--- config.mk ---
export PLATFORM = sky130hd
export DESIGN_NAME = dcache_spm_front
export DESIGN_NICKNAME = d
export VERILOG_FILES = /design/src/dcache_addr_pkg.sv /design/src/dcache_port_pkg.sv /design/src/dcache_spm_front.sv /design/src/dspm_ctrl.sv /design/src/port_router.sv /design/src/spm_way_array.sv
export VERILOG_INCLUDE_DIRS = /design/src /design/src/src
export SDC_FILE = /design/constraint.sdc
export NUM_CORES = 2
export LEC_CHECK = 0
export ABC_AREA = 1
export ABC_CLOCK_PERIOD_IN_PS = 8700
export BUFFER_PORTS_ARGS = -buffer_cell sky130_fd_sc_hd__buf_4
export CAP_MARGIN = 40
export CORE_UTILIZATION = 50
export CTS_CLUSTER_DIAMETER = 30
export DETAILED_ROUTE_END_ITERATION = 6
export GPL_ROUTABILITY_DRIVEN = 0
export PLACE_DENSITY = 0.69
export SETUP_SLACK_MARGIN = 0.4
export SYNTH_ARGS = -nofsm -noshare
export SYNTH_HDL_FRONTEND = slang
export SYNTH_SLANG_ARGS = --single-unit
export TNS_END_PERCENT = 5
--- constraint.sdc ---
create_clock -name clk_i -period 8.7 [get_ports clk_i]
set_input_delay 0.435 -clock clk_i [delete_from_list [all_inputs] [get_ports clk_i]]
set_output_delay 0.435 -clock clk_i [all_outputs]
set_load 0.01 [all_outputs]
--- src/dcache_consts.svh ---
// Data cache front end constants
`ifndef DCACHE_CONSTS_SVH
`define DCACHE_CONSTS_SVH

// --------------------------------------------------
// Datapath widths
// --------------------------------------------------
`define DC_ADDR_WIDTH 32
`define DC_DATA_WIDTH 32

// --------------------------------------------------
// Way array geometry
// --------------------------------------------------
`define DC_NUM_WAYS 4
// Words per way, one word per row
`define DC_NUM_ROWS 16
// Core request ports, load and store
`define DC_NUM_PORTS 2

// Scratchpad window, ways x rows x 4 bytes
`define DSPM_BASE 32'h1000_0000
`define DSPM_LENGTH 256

`endif

--- src/dcache_addr_pkg.sv ---
// Address layout types
`default_nettype none
`include "dcache_consts.svh"

package dcache_addr_pkg;

    // Cache view, tag above a word index and byte offset
    typedef struct packed {
        logic [`DC_ADDR_WIDTH-$clog2(`DC_NUM_ROWS)-3:0] tag;
        logic [$clog2(`DC_NUM_ROWS)-1:0]                index;
        logic [1:0]                                     offset;
    } cache_addr_t;

    // Scratchpad view, the way sits right above the row
    typedef struct packed {
        logic [`DC_ADDR_WIDTH-$clog2(`DC_NUM_WAYS)-$clog2(`DC_NUM_ROWS)-3:0] upper;
        logic [$clog2(`DC_NUM_WAYS)-1:0]                                     way;
        logic [$clog2(`DC_NUM_ROWS)-1:0]                                     row;
        logic [1:0]                                                          offset;
    } spm_addr_t;

    // One address word, read either way
    typedef union packed {
        cache_addr_t cache;
        spm_addr_t   spm;
    } dc_addr_u;

    typedef logic [`DC_NUM_WAYS-1:0] way_mask_t;

    typedef enum logic {
        DEST_CACHE = 1'b0,
        DEST_DSPM  = 1'b1
    } req_dest_t;

endpackage

`default_nettype wire

--- src/dcache_port_pkg.sv ---
// Core and cache port types
`default_nettype none
`include "dcache_consts.svh"

package dcache_port_pkg;

    // --------------------------------------------------
    // Core and cache side
    // --------------------------------------------------

    // Full address arrives with the request
    typedef struct packed {
        logic                          we;
        dcache_addr_pkg::dc_addr_u     addr;
        logic [`DC_DATA_WIDTH-1:0]     wdata;
        logic [`DC_DATA_WIDTH/8-1:0]   be;
    } port_req_t;

    // One response per request, reads and writes alike
    typedef struct packed {
        logic [`DC_DATA_WIDTH-1:0] rdata;
        logic                      err;
    } port_rsp_t;

    // --------------------------------------------------
    // Scratchpad controller side
    // --------------------------------------------------

    // Request tagged with the port it came from
    typedef struct packed {
        port_req_t req;
        logic      port;
    } spm_req_t;

endpackage

`default_nettype wire

--- src/dcache_spm_front.sv ---
// Data cache front end top
`timescale 1ns/1ps
`default_nettype none
`include "dcache_consts.svh"

module dcache_spm_front (
    input  logic                                           clk_i,
    input  logic                                           rst_i,
    input  dcache_addr_pkg::way_mask_t                     spm_ways_i,
    // Core side
    input  dcache_port_pkg::port_req_t [`DC_NUM_PORTS-1:0] core_req_i,
    input  logic [`DC_NUM_PORTS-1:0]                       core_valid_i,
    output logic [`DC_NUM_PORTS-1:0]                       core_ready_o,
    output dcache_port_pkg::port_rsp_t [`DC_NUM_PORTS-1:0] core_rsp_o,
    output logic [`DC_NUM_PORTS-1:0]                       core_rsp_valid_o,
    // Next level cache side
    output dcache_port_pkg::port_req_t [`DC_NUM_PORTS-1:0] cache_req_o,
    output logic [`DC_NUM_PORTS-1:0]                       cache_valid_o,
    input  logic [`DC_NUM_PORTS-1:0]                       cache_ready_i,
    input  dcache_port_pkg::port_rsp_t [`DC_NUM_PORTS-1:0] cache_rsp_i,
    input  logic [`DC_NUM_PORTS-1:0]                       cache_rsp_valid_i
);
    import dcache_addr_pkg::*;
    import dcache_port_pkg::*;

    // Router to scratchpad controller
    port_req_t [`DC_NUM_PORTS-1:0]          spm_req;
    logic [`DC_NUM_PORTS-1:0]               spm_valid;
    logic [`DC_NUM_PORTS-1:0]               spm_ready;
    port_rsp_t [`DC_NUM_PORTS-1:0]          spm_rsp;
    logic [`DC_NUM_PORTS-1:0]               spm_rsp_valid;

    // Controller to way array
    way_mask_t                              mem_req;
    logic                                   mem_we;
    logic [$clog2(`DC_NUM_ROWS)-1:0]        mem_row;
    logic [`DC_DATA_WIDTH-1:0]              mem_wdata;
    logic [`DC_DATA_WIDTH/8-1:0]            mem_be;
    logic [`DC_NUM_WAYS-1:0][`DC_DATA_WIDTH-1:0] mem_rdata;

    // --------------------------------------------------
    // Per-port address routing
    // --------------------------------------------------
    for (genvar p = 0; p < `DC_NUM_PORTS; p++) begin : g_port
        port_router i_port_router (
            .clk_i             ( clk_i                ),
            .rst_i             ( rst_i                ),
            .core_req_i        ( core_req_i[p]        ),
            .core_valid_i      ( core_valid_i[p]      ),
            .core_ready_o      ( core_ready_o[p]      ),
            .core_rsp_o        ( core_rsp_o[p]        ),
            .core_rsp_valid_o  ( core_rsp_valid_o[p]  ),
            .cache_req_o       ( cache_req_o[p]       ),
            .cache_valid_o     ( cache_valid_o[p]     ),
            .cache_ready_i     ( cache_ready_i[p]     ),
            .cache_rsp_i       ( cache_rsp_i[p]       ),
            .cache_rsp_valid_i ( cache_rsp_valid_i[p] ),
            .spm_req_o         ( spm_req[p]           ),
            .spm_valid_o       ( spm_valid[p]         ),
            .spm_ready_i       ( spm_ready[p]         ),
            .spm_rsp_i         ( spm_rsp[p]           ),
            .spm_rsp_valid_i   ( spm_rsp_valid[p]     )
        );
    end

    // --------------------------------------------------
    // Scratchpad on the way array
    // --------------------------------------------------
    dspm_ctrl i_dspm_ctrl (
        .clk_i       ( clk_i         ),
        .rst_i       ( rst_i         ),
        .spm_ways_i  ( spm_ways_i    ),
        .req_i       ( spm_req       ),
        .valid_i     ( spm_valid     ),
        .ready_o     ( spm_ready     ),
        .rsp_o       ( spm_rsp       ),
        .rsp_valid_o ( spm_rsp_valid ),
        .mem_req_o   ( mem_req       ),
        .mem_we_o    ( mem_we        ),
        .mem_row_o   ( mem_row       ),
        .mem_wdata_o ( mem_wdata     ),
        .mem_be_o    ( mem_be        ),
        .mem_rdata_i ( mem_rdata     )
    );

    spm_way_array i_spm_way_array (
        .clk_i   ( clk_i     ),
        .req_i   ( mem_req   ),
        .we_i    ( mem_we    ),
        .row_i   ( mem_row   ),
        .wdata_i ( mem_wdata ),
        .be_i    ( mem_be    ),
        .rdata_o ( mem_rdata )
    );

endmodule

`default_nettype wire

--- src/dspm_ctrl.sv ---
// Data scratchpad controller
`timescale 1ns/1ps
`default_nettype none
`include "dcache_consts.svh"

module dspm_ctrl (
    input  logic                                              clk_i,
    input  logic                                              rst_i,
    input  dcache_addr_pkg::way_mask_t                        spm_ways_i,
    // Router side
    input  dcache_port_pkg::port_req_t [`DC_NUM_PORTS-1:0]    req_i,
    input  logic [`DC_NUM_PORTS-1:0]                          valid_i,
    output logic [`DC_NUM_PORTS-1:0]                          ready_o,
    output dcache_port_pkg::port_rsp_t [`DC_NUM_PORTS-1:0]    rsp_o,
    output logic [`DC_NUM_PORTS-1:0]                          rsp_valid_o,
    // Way array side
    output dcache_addr_pkg::way_mask_t                        mem_req_o,
    output logic                                              mem_we_o,
    output logic [$clog2(`DC_NUM_ROWS)-1:0]                   mem_row_o,
    output logic [`DC_DATA_WIDTH-1:0]                         mem_wdata_o,
    output logic [`DC_DATA_WIDTH/8-1:0]                       mem_be_o,
    input  logic [`DC_NUM_WAYS-1:0][`DC_DATA_WIDTH-1:0]       mem_rdata_i
);
    import dcache_addr_pkg::*;
    import dcache_port_pkg::*;

    localparam int unsigned WAY_W = $clog2(`DC_NUM_WAYS);

    logic                     lower_valid;
    logic [`DC_NUM_PORTS-1:0] gnt;
    spm_req_t                 sel_req;

    logic                     s1_valid_q;
    spm_req_t                 s1_req_q;
    spm_addr_t                s1_addr;
    logic                     s1_owned;

    logic                     s2_valid_q;
    logic                     s2_port_q;
    logic                     s2_we_q;
    logic                     s2_err_q;
    logic [WAY_W-1:0]         s2_way_q;

    // --------------------------------------------------
    // Fixed priority, lowest port wins
    // --------------------------------------------------
    always_comb begin
        lower_valid = 1'b0;
        sel_req     = '0;
        for (int p = 0; p < `DC_NUM_PORTS; p++) begin
            ready_o[p] = !lower_valid;
            if (valid_i[p] && !lower_valid) begin
                sel_req.req  = req_i[p];
                sel_req.port = 1'(p);
            end
            lower_valid = lower_valid || valid_i[p];
        end
    end

    assign gnt = valid_i & ready_o;

    // --------------------------------------------------
    // Stage 1 drives the array
    // --------------------------------------------------
    assign s1_addr  = s1_req_q.req.addr.spm;
    assign s1_owned = spm_ways_i[s1_addr.way];

    // Unowned ways are never touched
    assign mem_req_o   = (s1_valid_q && s1_owned) ? way_mask_t'(1 << s1_addr.way) : '0;
    assign mem_we_o    = s1_req_q.req.we;
    assign mem_row_o   = s1_addr.row;
    assign mem_wdata_o = s1_req_q.req.wdata;
    assign mem_be_o    = s1_req_q.req.be;

    always_ff @(posedge clk_i) begin
        if (rst_i) begin
            s1_valid_q <= 1'b0;
            s2_valid_q <= 1'b0;
        end else begin
            s1_valid_q <= |gnt;
            s2_valid_q <= s1_valid_q;
        end
    end

    always_ff @(posedge clk_i) begin
        if (|gnt) begin
            s1_req_q <= sel_req;
        end
        s2_port_q <= s1_req_q.port;
        s2_we_q   <= s1_req_q.req.we;
        s2_err_q  <= !s1_owned;
        s2_way_q  <= s1_addr.way;
    end

    // --------------------------------------------------
    // Stage 2 picks the way and returns to its port
    // --------------------------------------------------
    always_comb begin
        for (int p = 0; p < `DC_NUM_PORTS; p++) begin
            rsp_valid_o[p] = s2_valid_q && (s2_port_q == 1'(p));
            rsp_o[p].err   = s2_err_q;
            // Writes and errors return zero data
            rsp_o[p].rdata = (s2_err_q || s2_we_q) ? '0 : mem_rdata_i[s2_way_q];
        end
    end

    // A single grant, answered on its own port two edges later
    assert property (@(posedge clk_i) disable iff (rst_i)
        |gnt |-> $onehot0(gnt) ##2 (rsp_valid_o == $past(gnt, 2)));

    // Array access is one-hot and stays inside the owned ways
    assert property (@(posedge clk_i) disable iff (rst_i)
        $onehot0(mem_req_o) && ((mem_req_o & ~spm_ways_i) == '0));

endmodule

`default_nettype wire

--- src/port_router.sv ---
// Core port address router
`timescale 1ns/1ps
`default_nettype none
`include "dcache_consts.svh"

module port_router (
    input  logic                       clk_i,
    input  logic                       rst_i,
    // Core side
    input  dcache_port_pkg::port_req_t core_req_i,
    input  logic                       core_valid_i,
    output logic                       core_ready_o,
    output dcache_port_pkg::port_rsp_t core_rsp_o,
    output logic                       core_rsp_valid_o,
    // Next level cache side
    output dcache_port_pkg::port_req_t cache_req_o,
    output logic                       cache_valid_o,
    input  logic                       cache_ready_i,
    input  dcache_port_pkg::port_rsp_t cache_rsp_i,
    input  logic                       cache_rsp_valid_i,
    // Scratchpad controller side
    output dcache_port_pkg::port_req_t spm_req_o,
    output logic                       spm_valid_o,
    input  logic                       spm_ready_i,
    input  dcache_port_pkg::port_rsp_t spm_rsp_i,
    input  logic                       spm_rsp_valid_i
);
    import dcache_addr_pkg::*;

    localparam int unsigned TAG_LSB = $clog2(`DC_NUM_ROWS) + 2;
    localparam logic [`DC_ADDR_WIDTH-1:0] WIN_BASE = `DSPM_BASE;
    localparam logic [`DC_ADDR_WIDTH-1:0] WIN_END = `DSPM_BASE + `DSPM_LENGTH;

    dc_addr_u   req_addr;
    req_dest_t  req_dest;
    req_dest_t  out_dest_q;
    logic [1:0] out_cnt_q;
    logic       dest_free;
    logic       fire;

    // Window decode on the tag, as the window is tag aligned
    assign req_addr = core_req_i.addr;
    assign req_dest = (req_addr.cache.tag >= WIN_BASE[`DC_ADDR_WIDTH-1:TAG_LSB] &&
                       req_addr.cache.tag < WIN_END[`DC_ADDR_WIDTH-1:TAG_LSB])
                      ? DEST_DSPM : DEST_CACHE;

    // Switching sides waits until the other side has drained
    assign dest_free = (out_cnt_q == 2'd0) ||
                       (out_dest_q == req_dest && out_cnt_q != 2'd3);

    assign cache_req_o   = core_req_i;
    assign spm_req_o     = core_req_i;
    assign cache_valid_o = core_valid_i && dest_free && (req_dest == DEST_CACHE);
    assign spm_valid_o   = core_valid_i && dest_free && (req_dest == DEST_DSPM);
    assign core_ready_o  = (cache_valid_o && cache_ready_i) || (spm_valid_o && spm_ready_i);
    assign fire          = core_valid_i && core_ready_o;

    // Only one side can have responses outstanding
    assign core_rsp_valid_o = cache_rsp_valid_i || spm_rsp_valid_i;
    assign core_rsp_o       = spm_rsp_valid_i ? spm_rsp_i : cache_rsp_i;

    always_ff @(posedge clk_i) begin
        if (rst_i) begin
            out_cnt_q  <= 2'd0;
            out_dest_q <= DEST_CACHE;
        end else begin
            if (fire && !core_rsp_valid_o) begin
                out_cnt_q <= out_cnt_q + 2'd1;
            end else if (!fire && core_rsp_valid_o) begin
                out_cnt_q <= out_cnt_q - 2'd1;
            end
            if (fire) begin
                out_dest_q <= req_dest;
            end
        end
    end

    // Counter never wraps past three
    assert property (@(posedge clk_i) disable iff (rst_i)
        (fire && !core_rsp_valid_o) |=> (out_cnt_q != 2'd0));

    // Responses only from the side that owns the outstanding requests
    assert property (@(posedge clk_i) disable iff (rst_i)
        core_rsp_valid_o |-> (out_cnt_q != 2'd0) && !(cache_rsp_valid_i && spm_rsp_valid_i) &&
                             (spm_rsp_valid_i == (out_dest_q == DEST_DSPM)));

endmodule

`default_nettype wire

--- src/spm_way_array.sv ---
// Scratchpad way memory banks
`timescale 1ns/1ps
`default_nettype none
`include "dcache_consts.svh"

module spm_way_array (
    input  logic                                        clk_i,
    // One request bit per way, the rest is shared
    input  logic [`DC_NUM_WAYS-1:0]                     req_i,
    input  logic                                        we_i,
    input  logic [$clog2(`DC_NUM_ROWS)-1:0]             row_i,
    input  logic [`DC_DATA_WIDTH-1:0]                   wdata_i,
    input  logic [`DC_DATA_WIDTH/8-1:0]                 be_i,
    output logic [`DC_NUM_WAYS-1:0][`DC_DATA_WIDTH-1:0] rdata_o
);

    // --------------------------------------------------
    // One bank per way
    // --------------------------------------------------
    for (genvar w = 0; w < `DC_NUM_WAYS; w++) begin : g_way
        logic [`DC_DATA_WIDTH-1:0] bank_q [`DC_NUM_ROWS];
        logic [`DC_DATA_WIDTH-1:0] rdata_q;

        always_ff @(posedge clk_i) begin
            if (req_i[w]) begin
                if (we_i) begin
                    // Byte lanes merge into the stored word
                    for (int b = 0; b < `DC_DATA_WIDTH/8; b++) begin
                        if (be_i[b]) begin
                            bank_q[row_i][b*8 +: 8] <= wdata_i[b*8 +: 8];
                        end
                    end
                end else begin
                    rdata_q <= bank_q[row_i];
                end
            end
        end

        // Read word holds until the next read of this way
        assign rdata_o[w] = rdata_q;
    end

endmodule

`default_nettype wire
==> reports/qor.txt <==
STATUS
-----------------------------------------------------------------------------
Outcome                                                             completed

STA
-----------------------------------------------------------------------------
Min cycle time layout                                                4.167 ns
Max transition margin                                                  0.2787
Final total negative setup slack                                         0 ns
Number of setup violations in the final report                              0
Final period utilization                                               0.4789
Worst clock skew on the final layout                               0.04966 ns
Achievable clock frequency                                         0.2400 GHz
Final count of pins violating max slew                                      0
Final hold violation count                                                  0
Setup repair after global routing missed its margin                        no
Slew at the pin closest to its max-slew limit                        1.082 ns

YOSYS
-----------------------------------------------------------------------------
Syn Nets                                                                 6066
Portion of the post-synthesis area used by sequential elements         0.7778
Synthesized cell area                                              86040 um^2
Synthesized area per cell                                          14.71 um^2
Count of distinct cell types in the synthesized netlist                    28
Synth Register Bits                                                      2233
Yosys Warn Count                                                            0
Number of instances in the synthesized netlist                           5848

GLOBAL ROUTING
-----------------------------------------------------------------------------
Vias in the first global route                                         53.74k
Total global routing overflow                                               0
GRT Resource Usage Total                                               0.2759
Global-route wire length before repair                              352200 um
Maximum number of pins on one net before global-route repair              177
Antenna violations before repair                                            7

POWER AND IR DROP
-----------------------------------------------------------------------------
Comb pwr share                                                          0.010
Leak pwr                                                             42.20 nW
Switching part of the total                                            0.2011
Sequential fraction of design power                                     0.433
Cell-internal power                                                  21.51 mW
VDD IR-drop max                                                   0.0001738 V
Net load switching power                                             5.414 mW
Power density of the placed cells                                258.1 nW/um^2
Clock share of power                                                    0.557

SETUP PATH
-----------------------------------------------------------------------------
Maximum fanout count along the critical path                              110
Required time of the worst setup path                                 9.22 ns
Number of cells on the worst reg-to-reg path                                7
Worst setup path category                                          reg -> reg
Arrival time of data at the critical path endpoint                    4.69 ns
Sort of element at the start of the critical path                   flip-flop
Nature of the critical path endpoint                                flip-flop

CLOCK TREE
-----------------------------------------------------------------------------
Clk slew on worst S/H paths                                           0.05 ns
CTS Buf Count                                                             380
Root buffer selected by CTS                                      sky130_fd_sc_hd__clkbuf_16
Clock insertion delay at the later pin of the skew report             0.94 ns
Total number of H-tree levels                                               5
CTS tree                                                                  yes
Sink Count                                                               2233
# resized after CTS                                                         0
Buffers from clock root to sink, at most                                    4

MIN PATH
-----------------------------------------------------------------------------
Count of cells along the worst hold path                                    3
Classification of the worst-slack hold path                         in -> reg

LAYOUT
-----------------------------------------------------------------------------
Area Growth Syn to Fin                                                 21.26%
Footprint of the multi-input gates                                 16160 um^2
Fraction of final layout cells sized beyond drive strength 1           0.1837
Fin nets                                                                 6557
Final instance area                                               104300 um^2
Non-Filler Instances                                                     8862
Fillcell total                                                         12.02k
Register cell area after layout                                    66930 um^2

JOB
-----------------------------------------------------------------------------
Count of maximum capacitance violations                                     0

ROUTING
-----------------------------------------------------------------------------
Post-detailed-route count of antenna-violating nets                         0
Post-DR vias/cell                                                       6.090
Routed WL                                                           242800 um
Detailed Routing Iterations Pass 1                                          6
Routed wirelength normalized by instance count                       27.39 um
Number of DRC violations after detailed routing                             0
Total number of vias                                                   53.97k
Initial drt markers                                                      6926

PLACEMENT
-----------------------------------------------------------------------------
# placed instances                                                       8096
Count of input and output buffers                                         417
Area post-placement                                                90620 um^2
Final HPWL DP                                                       140400 um

DIE
-----------------------------------------------------------------------------
Std-Cell Rows                                                             151
Placeable core region                                             170000 um^2
Initial Utilization                                                    0.5060
DIE AREA                                                          173700 um^2
IO Count                                                                  426
Chip Width                                                           416.8 um
Chip Height                                                          416.8 um

==> synthesized netlist by cell type <==
master / instances / area [um^2]
sky130_fd_sc_hd__edfxtp_1: 2220 / 66660
sky130_fd_sc_hd__nand2_1: 1230 / 4617
sky130_fd_sc_hd__a22oi_1: 1024 / 7687
sky130_fd_sc_hd__nor2_1: 398 / 1494
sky130_fd_sc_hd__clkbuf_1: 216 / 810.8
sky130_fd_sc_hd__buf_4: 148 / 1111
sky130_fd_sc_hd__nand4_1: 129 / 807.0
sky130_fd_sc_hd__o21ai_0: 128 / 640.6
sky130_fd_sc_hd__buf_2: 112 / 560.5
sky130_fd_sc_hd__inv_1: 85 / 319.1
sky130_fd_sc_hd__o32ai_1: 32 / 280.3
sky130_fd_sc_hd__o21ai_1: 23 / 115.1
sky130_fd_sc_hd__buf_6: 16 / 180.2
sky130_fd_sc_hd__buf_1: 14 / 52.55
sky130_fd_sc_hd__dfxtp_1: 13 / 260.3
sky130_fd_sc_hd__nand2_4: 12 / 135.1
sky130_fd_sc_hd__inv_2: 10 / 37.54
sky130_fd_sc_hd__a21oi_1: 8 / 40.04
sky130_fd_sc_hd__nand3_1: 7 / 35.03
sky130_fd_sc_hd__nor2_2: 6 / 37.54
sky130_fd_sc_hd__nand3_2: 4 / 40.04
sky130_fd_sc_hd__o211ai_1: 3 / 22.52
sky130_fd_sc_hd__a21boi_0: 2 / 15.01
sky130_fd_sc_hd__ha_1: 2 / 25.02
sky130_fd_sc_hd__nand2_2: 2 / 12.51
sky130_fd_sc_hd__nor3_1: 2 / 10.01
sky130_fd_sc_hd__and2_1: 1 / 6.260
sky130_fd_sc_hd__o211ai_4: 1 / 21.27
==> critical path, cell delays in order (launching register included) <==
cell	delay (ns)
sky130_fd_sc_hd__edfxtp_1	0.47
sky130_fd_sc_hd__nand2_1	0.18
sky130_fd_sc_hd__inv_8	0.30
sky130_fd_sc_hd__buf_16	0.39
sky130_fd_sc_hd__buf_4	0.73
sky130_fd_sc_hd__nand2_2	0.57
sky130_fd_sc_hd__buf_16	0.35
sky130_fd_sc_hd__nor2_1	0.57
==> layer usage <==
metal  up-vias  GRT usage  wire, um  part of all wire
li1      23210          -         -                 -
met1     26690     0.3592     89530              0.37
met2      3507     0.4477    116800              0.48
met3       563    0.05204     24400              0.10
met4         0     0.1340     12030             0.050
met5         -          0         0                 0
==> flip-flops by register name (all words and copies together), names as in the netlist <==
register                         count
i_dspm_ctrl.s2_err_q                 1
i_dspm_ctrl.s1_valid_q               1
i_dspm_ctrl.s2_way_q                 2
i_spm_way_array.g_way.rdata_q      128
i_dspm_ctrl.mem_be_o                 4
i_dspm_ctrl.s1_req_q                 1
i_dspm_ctrl.s2_valid_q               1
i_dspm_ctrl.mem_wdata_o             32
g_port.i_port_router.out_cnt_q       4
i_dspm_ctrl.mem_we_o                 1
i_spm_way_array.g_way.bank_q      2048
g_port.i_port_router.out_dest_q      2
i_dspm_ctrl.s1_addr                  6
i_dspm_ctrl.s2_we_q                  1
i_dspm_ctrl.s2_port_q                1
==> worst paths after layout <==
kind / startpoint / slack (ns) / end
max: i_dspm_ctrl.s1_addr[3] / 4.53 / i_spm_way_array.g_way[1].bank_q[7][15]
min reg2reg: i_dspm_ctrl.s1_req_q[0] / 0.36 / i_dspm_ctrl.s2_port_q
min: core_req_i[97] / 0.02 / i_dspm_ctrl.mem_wdata_o[24]
max reg2reg: i_dspm_ctrl.s1_addr[3] / 4.53 / i_spm_way_array.g_way[1].bank_q[7][15]
==> cell families (layout without fill, tap and decap cells) <==
kind of cell / count (synthesis) / in the layout / share of synthesized area
buffers and inverters: 601 / 1394 / 0.03570
other: 0 / 3 / 0
AOI/OAI and AO/OA: 1221 / 1221 / 0.1025
adders and majority gates: 2 / 2 / 0.0002908
DFF: 2233 / 2233 / 0.7778
and+or+nand+nor: 1791 / 1791 / 0.08362
==> layout make-up <==
| cell class | instances | area share |
|---|---|---|
| Antenna cell | 3 | 0.00007195 |
| Clock buffer | 412 | 0.09352 |
| Clock inverter | 272 | 0.03030 |
| Inverter | 95 | 0.003586 |
| Multi-Input combinational cell | 3014 | 0.1549 |
| Sequential cell | 2233 | 0.6415 |
| Tap cell | 2218 | 0.02660 |
| Timing Repair Buffer | 615 | 0.04954 |
==> power groups by stage <==
stage	combinational, mW	clock [mW]	sequential (mW)
final	0.274	15.0	11.7
after global routing	0.287	15.5	11.7
after CTS	0.271	15.1	11.7
after detailed placement	0.252	0	11.9
after global placement	0.250	0	11.9
after floorplan	0.115	0	11.9
==> placed cells by master (no fill, tap or decap), types with 8 or more instances in the layout <==
cell,n
sky130_fd_sc_hd__a21oi_1,8
sky130_fd_sc_hd__edfxtp_1,2220
sky130_fd_sc_hd__inv_6,45
sky130_fd_sc_hd__nor2_1,392
sky130_fd_sc_hd__buf_12,11
sky130_fd_sc_hd__nand2_4,13
sky130_fd_sc_hd__nand4_1,129
sky130_fd_sc_hd__inv_2,9
sky130_fd_sc_hd__nor2_4,9
sky130_fd_sc_hd__clkinv_2,42
sky130_fd_sc_hd__o32ai_1,30
sky130_fd_sc_hd__buf_4,510
sky130_fd_sc_hd__buf_16,10
sky130_fd_sc_hd__clkinvlp_4,50
sky130_fd_sc_hd__clkbuf_1,26
sky130_fd_sc_hd__a22oi_1,1024
sky130_fd_sc_hd__o21ai_0,128
sky130_fd_sc_hd__bufinv_16,51
sky130_fd_sc_hd__inv_8,16
sky130_fd_sc_hd__inv_1,83
sky130_fd_sc_hd__o21ai_1,23
sky130_fd_sc_hd__clkinv_4,27
sky130_fd_sc_hd__nand2_1,1216
sky130_fd_sc_hd__nand2_2,15
sky130_fd_sc_hd__dlygate4sd3_1,79
sky130_fd_sc_hd__clkinv_1,36
sky130_fd_sc_hd__clkbuf_16,386
sky130_fd_sc_hd__dfxtp_1,11
==> stage by stage <==
step / power (mW) / setup slack (ns) / util / hold slack (ns)
2_1_floorplan: 11.99 / 5.199 / - / 0.3233
3_3_place_gp: 12.13 / 4.440 / 0.5296 / 0.3236
3_5_place_dp: 12.13 / 4.681 / 0.5329 / 0.3294
4_1_cts: 26.99 / 4.653 / 0.6135 / 0.01247
5_1_grt: 27.47 / 4.354 / 0.6136 / 0.0001310
6_report: 26.93 / 4.533 / 0.6136 / 0.02262
==> repair_timing <==
action	in CTS	in global routing
buffers inserted	0	0
hold buffers	79	0
endpoints found under the hold margin	48	0
setup endpoints to repair	0	0
Note: power is estimated with default switching activity, not from simulation.
